===== src/net_meta_pkg.sv =====
/*
 * Field widths of the RDMA metadata words that cross the user shell.
 * Send-queue entries and read/write requests travel as plain words; the
 * network side adds a region tag above them. Imported by the RDMA blocks
 * and the top level.
 */
package net_meta_pkg;

    // One user send-queue entry (opcode, address, length)
    localparam int RDMA_SQ_BITS = 64;

    // One read or write request as a region sees it
    localparam int RDMA_REQ_BITS = 96;

    // Widest region tag on the network side.
    // Only the low $clog2(N_REGIONS) bits select a region.
    localparam int REGION_ID_MAX_BITS = 4;

endpackage


===== src/tcp_mem_pkg.sv =====
/*
 * Layout of the TCP memory command word sent toward DDR.
 * Address sits in the low bits, length right above it.
 * Imported by the offset block and the top level.
 */
package tcp_mem_pkg;

    // Address field, starts at bit 0
    localparam int MEM_ADDR_BITS = 64;

    // Length field
    localparam int MEM_LEN_BITS = 23;
    localparam int MEM_LEN_LSB = MEM_ADDR_BITS;

    // Whole command word
    localparam int TCP_MEM_CMD_BITS = MEM_ADDR_BITS + MEM_LEN_BITS;

endpackage

===== src/meta_slice_array.sv =====
/*
 * Chain of register slices for one valid/ready metadata stream.
 * Each stage is a two-entry skid buffer, so the chain runs at one item
 * per cycle with N_STAGES cycles of latency and registered ready.
 */
`timescale 1ns/1ps

module meta_slice_array #(
    parameter int WIDTH = 64,
    parameter int N_STAGES = 2
) (
    input  logic             aclk,
    input  logic             aresetn,
    input  logic             s_valid,
    output logic             s_ready,
    input  logic [WIDTH-1:0] s_data,
    output logic             m_valid,
    input  logic             m_ready,
    output logic [WIDTH-1:0] m_data
);

    // Stage k reads index k and drives index k+1
    logic [N_STAGES:0] chain_valid;
    logic [N_STAGES:0] chain_ready;
    logic [WIDTH-1:0]  chain_data [N_STAGES+1];

    assign chain_valid[0] = s_valid;
    assign chain_data[0] = s_data;
    assign s_ready = chain_ready[0];

    assign m_valid = chain_valid[N_STAGES];
    assign m_data = chain_data[N_STAGES];
    assign chain_ready[N_STAGES] = m_ready;

    for (genvar k = 0; k < N_STAGES; k++) begin : g_stage
        logic             main_valid;
        logic [WIDTH-1:0] main_data;
        logic             spare_valid;
        logic [WIDTH-1:0] spare_data;
        logic             main_free;

        // Main entry can take a new item when empty or leaving
        assign main_free = !main_valid || chain_ready[k+1];

        always_ff @(posedge aclk) begin
            if (!aresetn) begin
                main_valid <= 1'b0;
                spare_valid <= 1'b0;
            end else if (main_free) begin
                main_valid <= spare_valid || chain_valid[k];
                spare_valid <= 1'b0;
            end else if (chain_valid[k] && !spare_valid) begin
                // Output stalled, park the incoming item
                spare_valid <= 1'b1;
            end
        end

        always_ff @(posedge aclk) begin
            if (main_free) begin
                main_data <= spare_valid ? spare_data : chain_data[k];
            end
            if (!spare_valid) begin
                spare_data <= chain_data[k];
            end
        end

        assign chain_ready[k] = !spare_valid;
        assign chain_valid[k+1] = main_valid;
        assign chain_data[k+1] = main_data;
    end

    // Stalled output holds its item
    assert property (@(posedge aclk) disable iff (!aresetn)
        m_valid && !m_ready |=> m_valid && $stable(m_data));

endmodule


===== src/net_user_top.sv =====
/*
 * User-side shell of the network stack in the aclk domain.
 * Send queues are sliced per region and merged by round robin; read and
 * write requests are routed per region and sliced; TCP memory commands
 * get the delayed DDR offset added.
 */
`timescale 1ns/1ps

module net_user_top
    import net_meta_pkg::*;
    import tcp_mem_pkg::*;
#(
    parameter int N_REGIONS = 4,
    parameter int N_STAGES = 2
) (
    input  logic                                        aclk,
    input  logic                                        aresetn,

    // Send queues from the regions, merged toward the network
    input  logic [N_REGIONS-1:0]                        s_rdma_sq_valid,
    output logic [N_REGIONS-1:0]                        s_rdma_sq_ready,
    input  logic [N_REGIONS-1:0][RDMA_SQ_BITS-1:0]      s_rdma_sq_data,
    output logic                                        m_rdma_sq_net_valid,
    input  logic                                        m_rdma_sq_net_ready,
    output logic [RDMA_SQ_BITS+REGION_ID_MAX_BITS-1:0]  m_rdma_sq_net_data,

    // Read requests
    input  logic                                        s_rdma_rd_req_net_valid,
    output logic                                        s_rdma_rd_req_net_ready,
    input  logic [RDMA_REQ_BITS+REGION_ID_MAX_BITS-1:0] s_rdma_rd_req_net_data,
    output logic [N_REGIONS-1:0]                        m_rdma_rd_req_valid,
    input  logic [N_REGIONS-1:0]                        m_rdma_rd_req_ready,
    output logic [N_REGIONS-1:0][RDMA_REQ_BITS-1:0]     m_rdma_rd_req_data,

    // Write requests
    input  logic                                        s_rdma_wr_req_net_valid,
    output logic                                        s_rdma_wr_req_net_ready,
    input  logic [RDMA_REQ_BITS+REGION_ID_MAX_BITS-1:0] s_rdma_wr_req_net_data,
    output logic [N_REGIONS-1:0]                        m_rdma_wr_req_valid,
    input  logic [N_REGIONS-1:0]                        m_rdma_wr_req_ready,
    output logic [N_REGIONS-1:0][RDMA_REQ_BITS-1:0]     m_rdma_wr_req_data,

    // TCP memory commands
    input  logic [MEM_ADDR_BITS-1:0]                    ddr_offset_addr,
    input  logic                                        s_tcp_mem_cmd_valid,
    output logic                                        s_tcp_mem_cmd_ready,
    input  logic [TCP_MEM_CMD_BITS-1:0]                 s_tcp_mem_cmd_data,
    output logic                                        m_tcp_mem_cmd_valid,
    input  logic                                        m_tcp_mem_cmd_ready,
    output logic [TCP_MEM_CMD_BITS-1:0]                 m_tcp_mem_cmd_data
);

    logic [N_REGIONS-1:0]                   sq_slice_valid;
    logic [N_REGIONS-1:0]                   sq_slice_ready;
    logic [N_REGIONS-1:0][RDMA_SQ_BITS-1:0] sq_slice_data;

    // Router outputs, one data word shared by all regions
    logic [N_REGIONS-1:0]     rd_route_valid;
    logic [N_REGIONS-1:0]     rd_route_ready;
    logic [RDMA_REQ_BITS-1:0] rd_route_data;
    logic [N_REGIONS-1:0]     wr_route_valid;
    logic [N_REGIONS-1:0]     wr_route_ready;
    logic [RDMA_REQ_BITS-1:0] wr_route_data;

    for (genvar i = 0; i < N_REGIONS; i++) begin : g_sq_slice
        meta_slice_array #(.WIDTH(RDMA_SQ_BITS), .N_STAGES(N_STAGES)) sq_slice_inst (
            .aclk(aclk), .aresetn(aresetn),
            .s_valid(s_rdma_sq_valid[i]), .s_ready(s_rdma_sq_ready[i]),
            .s_data(s_rdma_sq_data[i]),
            .m_valid(sq_slice_valid[i]), .m_ready(sq_slice_ready[i]),
            .m_data(sq_slice_data[i])
        );
    end

    rdma_sq_arbiter #(.N_REGIONS(N_REGIONS)) sq_arbiter_inst (
        .aclk(aclk), .aresetn(aresetn),
        .s_sq_valid(sq_slice_valid), .s_sq_ready(sq_slice_ready), .s_sq_data(sq_slice_data),
        .m_sq_valid(m_rdma_sq_net_valid), .m_sq_ready(m_rdma_sq_net_ready),
        .m_sq_data(m_rdma_sq_net_data)
    );

    rdma_req_router #(.N_REGIONS(N_REGIONS)) rd_router_inst (
        .aclk(aclk), .aresetn(aresetn),
        .s_req_valid(s_rdma_rd_req_net_valid), .s_req_ready(s_rdma_rd_req_net_ready),
        .s_req_data(s_rdma_rd_req_net_data),
        .m_req_valid(rd_route_valid), .m_req_ready(rd_route_ready),
        .m_req_data(rd_route_data)
    );

    rdma_req_router #(.N_REGIONS(N_REGIONS)) wr_router_inst (
        .aclk(aclk), .aresetn(aresetn),
        .s_req_valid(s_rdma_wr_req_net_valid), .s_req_ready(s_rdma_wr_req_net_ready),
        .s_req_data(s_rdma_wr_req_net_data),
        .m_req_valid(wr_route_valid), .m_req_ready(wr_route_ready),
        .m_req_data(wr_route_data)
    );

    for (genvar i = 0; i < N_REGIONS; i++) begin : g_rd_slice
        meta_slice_array #(.WIDTH(RDMA_REQ_BITS), .N_STAGES(N_STAGES)) rd_slice_inst (
            .aclk(aclk), .aresetn(aresetn),
            .s_valid(rd_route_valid[i]), .s_ready(rd_route_ready[i]), .s_data(rd_route_data),
            .m_valid(m_rdma_rd_req_valid[i]), .m_ready(m_rdma_rd_req_ready[i]),
            .m_data(m_rdma_rd_req_data[i])
        );
    end

    for (genvar i = 0; i < N_REGIONS; i++) begin : g_wr_slice
        meta_slice_array #(.WIDTH(RDMA_REQ_BITS), .N_STAGES(N_STAGES)) wr_slice_inst (
            .aclk(aclk), .aresetn(aresetn),
            .s_valid(wr_route_valid[i]), .s_ready(wr_route_ready[i]), .s_data(wr_route_data),
            .m_valid(m_rdma_wr_req_valid[i]), .m_ready(m_rdma_wr_req_ready[i]),
            .m_data(m_rdma_wr_req_data[i])
        );
    end

    tcp_mem_cmd_offset #(.N_STAGES(N_STAGES)) mem_cmd_offset_inst (
        .aclk(aclk), .aresetn(aresetn),
        .ddr_offset_addr(ddr_offset_addr),
        .s_cmd_valid(s_tcp_mem_cmd_valid), .s_cmd_ready(s_tcp_mem_cmd_ready),
        .s_cmd_data(s_tcp_mem_cmd_data),
        .m_cmd_valid(m_tcp_mem_cmd_valid), .m_cmd_ready(m_tcp_mem_cmd_ready),
        .m_cmd_data(m_tcp_mem_cmd_data)
    );

endmodule


===== src/rdma_req_router.sv =====
/*
 * Steers tagged RDMA requests from the network to the region in the tag.
 * One output register is shared by all regions; only the target sees valid.
 * A stalled target region holds the register and so blocks the input.
 */
`timescale 1ns/1ps

module rdma_req_router
    import net_meta_pkg::*;
#(
    parameter int N_REGIONS = 4
) (
    input  logic                                         aclk,
    input  logic                                         aresetn,
    input  logic                                         s_req_valid,
    output logic                                         s_req_ready,
    input  logic [RDMA_REQ_BITS+REGION_ID_MAX_BITS-1:0]  s_req_data,
    output logic [N_REGIONS-1:0]                         m_req_valid,
    input  logic [N_REGIONS-1:0]                         m_req_ready,
    output logic [RDMA_REQ_BITS-1:0]                     m_req_data
);

    localparam int IDX_BITS = $clog2(N_REGIONS);

    logic [REGION_ID_MAX_BITS-1:0] in_tag;
    logic                          hold_valid;
    logic [N_REGIONS-1:0]          hold_target;
    logic                          drain;

    assign in_tag = s_req_data[RDMA_REQ_BITS +: REGION_ID_MAX_BITS];

    // Held request leaves when its own region takes it
    assign drain = hold_valid && |(hold_target & m_req_ready);
    assign s_req_ready = !hold_valid || drain;

    always_ff @(posedge aclk) begin
        if (!aresetn) begin
            hold_valid <= 1'b0;
        end else if (s_req_ready) begin
            hold_valid <= s_req_valid;
        end
    end

    always_ff @(posedge aclk) begin
        if (s_req_valid && s_req_ready) begin
            hold_target <= N_REGIONS'(1) << in_tag[IDX_BITS-1:0];
            m_req_data <= s_req_data[RDMA_REQ_BITS-1:0];
        end
    end

    assign m_req_valid = {N_REGIONS{hold_valid}} & hold_target;

    assert property (@(posedge aclk) disable iff (!aresetn)
        s_req_valid && s_req_ready |-> in_tag < N_REGIONS);

endmodule


===== src/rdma_sq_arbiter.sv =====
/*
 * Round-robin merge of the per-region RDMA send queues toward the network.
 * The winning entry is registered with its region number as tag above it.
 * Search starts one past the last grant.
 */
`timescale 1ns/1ps

module rdma_sq_arbiter
    import net_meta_pkg::*;
#(
    parameter int N_REGIONS = 4
) (
    input  logic                                         aclk,
    input  logic                                         aresetn,
    input  logic [N_REGIONS-1:0]                         s_sq_valid,
    output logic [N_REGIONS-1:0]                         s_sq_ready,
    input  logic [N_REGIONS-1:0][RDMA_SQ_BITS-1:0]       s_sq_data,
    output logic                                         m_sq_valid,
    input  logic                                         m_sq_ready,
    output logic [RDMA_SQ_BITS+REGION_ID_MAX_BITS-1:0]   m_sq_data
);

    localparam int IDX_BITS = $clog2(N_REGIONS);

    logic [IDX_BITS-1:0] rr_ptr;
    logic [IDX_BITS-1:0] cand;
    logic [IDX_BITS-1:0] grant_idx;
    logic                found;
    logic                load;

    // First pending region at or after the pointer with wraparound
    always_comb begin
        found = 1'b0;
        grant_idx = rr_ptr;
        cand = rr_ptr;
        for (int k = 0; k < N_REGIONS; k++) begin
            cand = rr_ptr + IDX_BITS'(k);
            if (!found && s_sq_valid[cand]) begin
                found = 1'b1;
                grant_idx = cand;
            end
        end
    end

    assign load = found && (!m_sq_valid || m_sq_ready);

    always_comb begin
        s_sq_ready = '0;
        s_sq_ready[grant_idx] = load;
    end

    always_ff @(posedge aclk) begin
        if (!aresetn) begin
            m_sq_valid <= 1'b0;
            rr_ptr <= '0;
        end else if (load) begin
            m_sq_valid <= 1'b1;
            rr_ptr <= grant_idx + 1'b1;
        end else if (m_sq_ready) begin
            m_sq_valid <= 1'b0;
        end
    end

    always_ff @(posedge aclk) begin
        if (load) begin
            m_sq_data <= {REGION_ID_MAX_BITS'(grant_idx), s_sq_data[grant_idx]};
        end
    end

    // A pending region that lost the grant keeps its request up
    assert property (@(posedge aclk) disable iff (!aresetn)
        ($past(s_sq_valid & ~s_sq_ready) & ~s_sq_valid) == '0);

endmodule


===== src/tcp_mem_cmd_offset.sv =====
/*
 * Adds the DDR base offset to the address of each TCP memory command.
 * The offset input passes an N_STAGES register delay first.
 * Output is registered with a spare entry for full throughput.
 */
`timescale 1ns/1ps

module tcp_mem_cmd_offset
    import tcp_mem_pkg::*;
#(
    parameter int N_STAGES = 2
) (
    input  logic                        aclk,
    input  logic                        aresetn,
    input  logic [MEM_ADDR_BITS-1:0]    ddr_offset_addr,
    input  logic                        s_cmd_valid,
    output logic                        s_cmd_ready,
    input  logic [TCP_MEM_CMD_BITS-1:0] s_cmd_data,
    output logic                        m_cmd_valid,
    input  logic                        m_cmd_ready,
    output logic [TCP_MEM_CMD_BITS-1:0] m_cmd_data
);

    logic [MEM_ADDR_BITS-1:0]    offset_q [N_STAGES];
    logic [TCP_MEM_CMD_BITS-1:0] cmd_sum;
    logic                        spare_valid;
    logic [TCP_MEM_CMD_BITS-1:0] spare_data;
    logic                        main_free;

    always_ff @(posedge aclk) begin
        offset_q[0] <= ddr_offset_addr;
        for (int i = 1; i < N_STAGES; i++) begin
            offset_q[i] <= offset_q[i-1];
        end
    end

    // Length untouched, address wraps at 2^64
    assign cmd_sum = {s_cmd_data[MEM_LEN_LSB +: MEM_LEN_BITS],
                      s_cmd_data[MEM_ADDR_BITS-1:0] + offset_q[N_STAGES-1]};

    assign main_free = !m_cmd_valid || m_cmd_ready;
    assign s_cmd_ready = !spare_valid;

    always_ff @(posedge aclk) begin
        if (!aresetn) begin
            m_cmd_valid <= 1'b0;
            spare_valid <= 1'b0;
        end else if (main_free) begin
            m_cmd_valid <= spare_valid || s_cmd_valid;
            spare_valid <= 1'b0;
        end else if (s_cmd_valid && !spare_valid) begin
            spare_valid <= 1'b1;
        end
    end

    always_ff @(posedge aclk) begin
        if (main_free) begin
            m_cmd_data <= spare_valid ? spare_data : cmd_sum;
        end
        if (!spare_valid) begin
            spare_data <= cmd_sum;
        end
    end

    assert property (@(posedge aclk) disable iff (!aresetn)
        m_cmd_valid && !m_cmd_ready |=> m_cmd_valid && $stable(m_cmd_data));

endmodule


===== config.mk =====
export PLATFORM = sky130hd
export DESIGN_NAME = net_user_top
export DESIGN_NICKNAME = d
export VERILOG_FILES = /design/src/net_meta_pkg.sv /design/src/tcp_mem_pkg.sv /design/src/meta_slice_array.sv /design/src/net_user_top.sv /design/src/rdma_req_router.sv /design/src/rdma_sq_arbiter.sv /design/src/tcp_mem_cmd_offset.sv
export SDC_FILE = /design/constraint.sdc
export NUM_CORES = 2
export LEC_CHECK = 0
export BUFFER_PORTS_ARGS = -buffer_cell sky130_fd_sc_hd__buf_4
export CAP_MARGIN = 5
export CORE_AREA = 2 2 608 610
export CTS_CLUSTER_SIZE = 14
export DETAILED_ROUTE_END_ITERATION = 16
export DIE_AREA = 0 0 610 612
export HOLD_SLACK_MARGIN = 0.12
export SLEW_MARGIN = 20
export SYNTH_ARGS = -nofsm -noshare
export SYNTH_HDL_FRONTEND = slang
export SYNTH_SLANG_ARGS = --single-unit

===== constraint.sdc =====
create_clock -name aclk -period 6.85 [get_ports aclk]
set_clock_uncertainty 0.2 [all_clocks]
set_input_delay 0 -clock aclk [delete_from_list [all_inputs] [get_ports aclk]]
set_output_delay 0 -clock aclk [all_outputs]
set_load 0.01 [all_outputs]

==> impl_table.tex <==
\begin{tabular}{lr}
\hline
Metric & Value \\
\hline
\multicolumn{2}{l}{\textbf{Worst setup path}} \\
Most frequent cell on the critical path & dlygate4sd3\_1 \\
Kind of critical path & flip-flop to flip-flop \\
Category of the worst setup path launch point & flip-flop \\
Slowest cell on crit path & dlygate4sd3\_1 \\
Worst path cell trace & ha\_1 > a21o\_1 > dlygate4sd3\_1 > a31oi\_1 > o21ai\_0 > a31oi\_1 > o21ai\_0 > dlygate4sd3\_1 > a41o\_1 > a21bo\_1 > o2111a\_1 > o21ai\_0 > dlygate4sd3\_1 > a31oi\_1 > dlygate4sd3\_1 \\
Crit path DAT & just over 6 ns \\
Max incr delay on CP & about 0.62 ns \\
Crit Path Max Fanout & 8 \\
Crit path capture type & flip-flop \\
CP Data Required Time & 7.35 ns \\
\multicolumn{2}{l}{\textbf{Finish}} \\
Count of placed standard cells in the final layout, fillers left out & around 17000 \\
Final core occ & 0.543 \\
Layout area overhead & 33.0\% \\
Final nets & 12396 \\
Layout fillers & 28866 \\
Share of layout cells above drive strength 1 & 0.372 \\
\multicolumn{2}{l}{\textbf{STA}} \\
Unrepaired setup endpoints after global routing & no \\
Worst rel slew slack & 0.221 \\
Highest clock frequency the design can meet & 0.176 GHz \\
Final sum of negative setup slack & 0 ns \\
Period minus WS final & roughly 5.7 ns \\
Total count of hold-check failures in the final report & 0 \\
Slew of the pin with the lowest slew margin & 1.17 ns \\
Setup-violating endpoint count in the final report & 0 \\
Hold WS & 0.123 ns \\
Share of the cycle needed by the critical path after routing & 0.830 \\
Least setup slack across all paths after layout & between 1 and 1.5 ns \\
Final count of pins violating max slew & 0 \\
\multicolumn{2}{l}{\textbf{Synthesis}} \\
Post-Synthesis Cell Area & 150000 µm² \\
Cell variety after synth & 63 \\
Area contributors post-synth & edfxtp\_1, dfxtp\_1, mux2\_2, nand2\_1, clkbuf\_1 \\
Warnings, synthesis & 0 \\
Largest area contributor in the netlist & edfxtp\_1 \\
Sequential element share of the synthesized area & 0.790 \\
Average instance area after synthesis & 18.0 µm² \\
Share of the synthesized area in the top cell type & 0.481 \\
Post-synth EDFFs & 2401 \\
Synth top cells by count & edfxtp\_1, dfxtp\_1, mux2\_2 \\
Gate count after technology mapping & roughly 8300 \\
Most repeated cell in the gate-level netlist after synthesis & edfxtp\_1 \\
Register bit total from synthesis & 4719 \\
Ys async rst share & 0 \\
Flip-flop cell with the highest count after synthesis & edfxtp\_1 \\
\multicolumn{2}{l}{\textbf{CTS}} \\
Clock tree from TritonCTS & yes \\
Clk pin slew, worst setup/hold paths & about 0.06 ns \\
Setup repair bufs after CTS & 0 \\
Number of buffers added by the clock tree synthesis step & 457 \\
H-Tree Level Count & 5 \\
Clock latency of the later-clocked register in the worst-skew pair & 0.95 ns \\
Clock Sink Count & $\sim$4700 \\
CTS Root Buffer Type & clkbuf\_16 \\
Worst-case clock buffer depth & 4 \\
\multicolumn{2}{l}{\textbf{Job}} \\
Max-Cap Viols & 0 \\
\multicolumn{2}{l}{\textbf{Floorplan}} \\
Horiz. Die Dim & 610 µm \\
I/O Pins & 1566 \\
Die height & 612 µm \\
FP Rows & between 200 and 250 \\
Starting density of the core & 0.408 \\
Area of the die & 373000 µm² \\
Std-Cell Core Area & 367000 µm² \\
\multicolumn{2}{l}{\textbf{Routing}} \\
Number of vias after detailed routing & 84281 \\
Average detailed-routed wire length per instance & roughly 26 µm \\
\# DRC & 0 \\
Ratio of routed vias to standard cells & 4.96 \\
Total iterations of the first detailed-routing run & 6 \\
Total Wirelength & 449 mm \\
Detailed Route Iter0 Violations & 6234 \\
Remaining antenna violation count & 0 \\
\multicolumn{2}{l}{\textbf{Place}} \\
Half-perimeter wire length after detailed placement & 296 mm \\
Placed insts & 14452 \\
Routability congestion estimate & 0.909 \\
Number of buffers added on ports & 1559 \\
Post-place setup slack & 2.08 ns \\
\multicolumn{2}{l}{\textbf{Status}} \\
Run status & finished, final reports clean \\
\multicolumn{2}{l}{\textbf{GRT}} \\
Number of antenna violations at the first check in global routing & 92 \\
Vias in the first global route & 86083 \\
First-pass GRT wire length & 625 mm \\
Pin count of the biggest net entering global routing & 86 \\
Final global-route overflow total & 0 \\
Global Route Usage Sum & 0.233 \\
\multicolumn{2}{l}{\textbf{Hold path}} \\
Kind of path behind the tightest hold check & flip-flop to flip-flop \\
\multicolumn{2}{l}{\textbf{Pwr}} \\
PD cells & 320 nW/µm² \\
Maximum ir drop on the vdd rail & between 0.2 and 0.3 mV \\
Leak Pwr & 77.6 nW \\
\hline
\end{tabular}
[through the flow]
stage / area, µm² / power, mW
after floorplan: 150000 / 35.0
after global placement: 167000 / 37.6
after detailed placement: 167000 / 37.7
after CTS: 199000 / 64.1
after global routing: 199000 / 65.7
final: 199000 / 63.7
[layer usage]
| metal | global-route usage | vias to the layer above | wire length (µm) |
|---|---|---|---|
| li1 | - | 37414 | - |
| met2 | 0.389 | 2820 | 216000 |
| met4 | 0.116 | 32 | 25800 |
| met5 | 0 | - | 208 |
| met1 | 0.292 | 43148 | 181000 |
| met3 | 0.0418 | 867 | 25900 |
[path summary, 6_finish.rpt]
path	startpoint	to	slack [ns]	depth (start not counted)
max	mem_cmd_offset_inst.offset_q[0][90]	mem_cmd_offset_inst.m_cmd_data[63]	1.16	15
min	mem_cmd_offset_inst.offset_q[0][30]	mem_cmd_offset_inst.offset_q[0][94]	0.12	0
max reg2reg	mem_cmd_offset_inst.offset_q[0][90]	mem_cmd_offset_inst.m_cmd_data[63]	1.16	15
min reg2reg	mem_cmd_offset_inst.offset_q[0][30]	mem_cmd_offset_inst.offset_q[0][94]	0.12	0
[where the power goes]
part | total, mW | internal [mW] | switching (mW)
Combinational | 5.29 | 2.52 | 2.77
Sequential | 32.8 | 31.9 | 0.866
Clock | 25.7 | 14.7 | 11.0
[flip-flops by register name, indices dropped and copies added (netlist names), 8 cells and up]
signal,cells
wr_router_inst.m_req_data,96
mem_cmd_offset_inst.offset_q,128
mem_cmd_offset_inst.spare_data,87
g_rd_slice.rd_slice_inst.g_stage.spare_data,768
g_sq_slice.sq_slice_inst.g_stage.spare_data,512
g_sq_slice.sq_slice_inst.m_data,256
g_wr_slice.wr_slice_inst.g_stage.main_data,384
g_rd_slice.rd_slice_inst.g_stage.main_data,384
g_rd_slice.rd_slice_inst.m_data,384
rd_router_inst.m_req_data,96
mem_cmd_offset_inst.m_cmd_data,87
g_wr_slice.wr_slice_inst.m_data,384
g_sq_slice.sq_slice_inst.g_stage.main_data,256
g_wr_slice.wr_slice_inst.g_stage.spare_data,768
sq_arbiter_inst.m_sq_data,66
g_wr_slice.wr_slice_inst.g_stage.spare_valid,8
g_rd_slice.rd_slice_inst.g_stage.spare_valid,8
g_sq_slice.sq_slice_inst.g_stage.spare_valid,8
[logic make-up (layout without fill, tap and decap cells)]
| group | after synthesis | in the layout | share of synthesized area |
|---|---|---|---|
| simple gates | 651 | 651 | 0.0196 |
| compound gates | 383 | 383 | 0.0160 |
| buf+inv | 356 | 4158 | 0.00929 |
| mux | 2075 | 2075 | 0.156 |
| flops | 4719 | 4719 | 0.790 |
| other cells | 1 | 52 | 0.0000250 |
| fa+ha+maj | 68 | 68 | 0.00572 |
| xor+xnor | 58 | 58 | 0.00339 |
[placed cells by master, fill, tap and decap left out, types with 25 or more instances in the layout]
cell type | netlist | final
buf_4 | 15 | 1633
a21oi_1 | 80 | 79
clkinv_1 | 0 | 31
bufinv_16 | 0 | 35
clkbuf_8 | 0 | 76
xor2_1 | 26 | 26
a21o_1 | 36 | 36
clkinv_2 | 0 | 107
nor2_1 | 58 | 58
xnor2_1 | 32 | 32
clkbuf_1 | 304 | 105
nand2_1 | 395 | 378
diode_2 | 0 | 50
and3_1 | 72 | 72
o21ai_0 | 94 | 94
ha_1 | 67 | 67
clkbuf_16 | 0 | 464
a31oi_1 | 76 | 74
dfxtp_4 | 0 | 25
mux2_2 | 2074 | 2074
nor3b_1 | 26 | 26
dfxtp_1 | 2318 | 2293
a21boi_0 | 29 | 28
edfxtp_1 | 2401 | 2401
dlygate4sd3_1 | 0 | 1626
[worst max-delay path, delay by kind of cell, from the launching register on]
family / cells / cell delay [ns]
buffers and inverters: 4 / 2.33
adders and majority gates: 1 / 0.39
AOI/OAI and AO/OA: 10 / 2.18
DFF: 1 / 0.30
[repair_timing]
action / 4_1_cts / 5_1_grt
hold buffers: 1627 / 0
resized for setup: 0 / 0
endpoints found under the hold margin: 1761 / 0
[final cells by class]
type,count,area [µm²],share of cell area
antenna,50,125,0.000628
clock buffer,645,13100,0.0655
clock inverter,226,2520,0.0126
inverter,24,92.6,0.000464
multi-input combinational,3237,30300,0.152
sequential,4719,119000,0.595
tap,4837,6050,0.0304
timing repair buffer,3263,28600,0.144
Power figures use the tool's default switching activity.
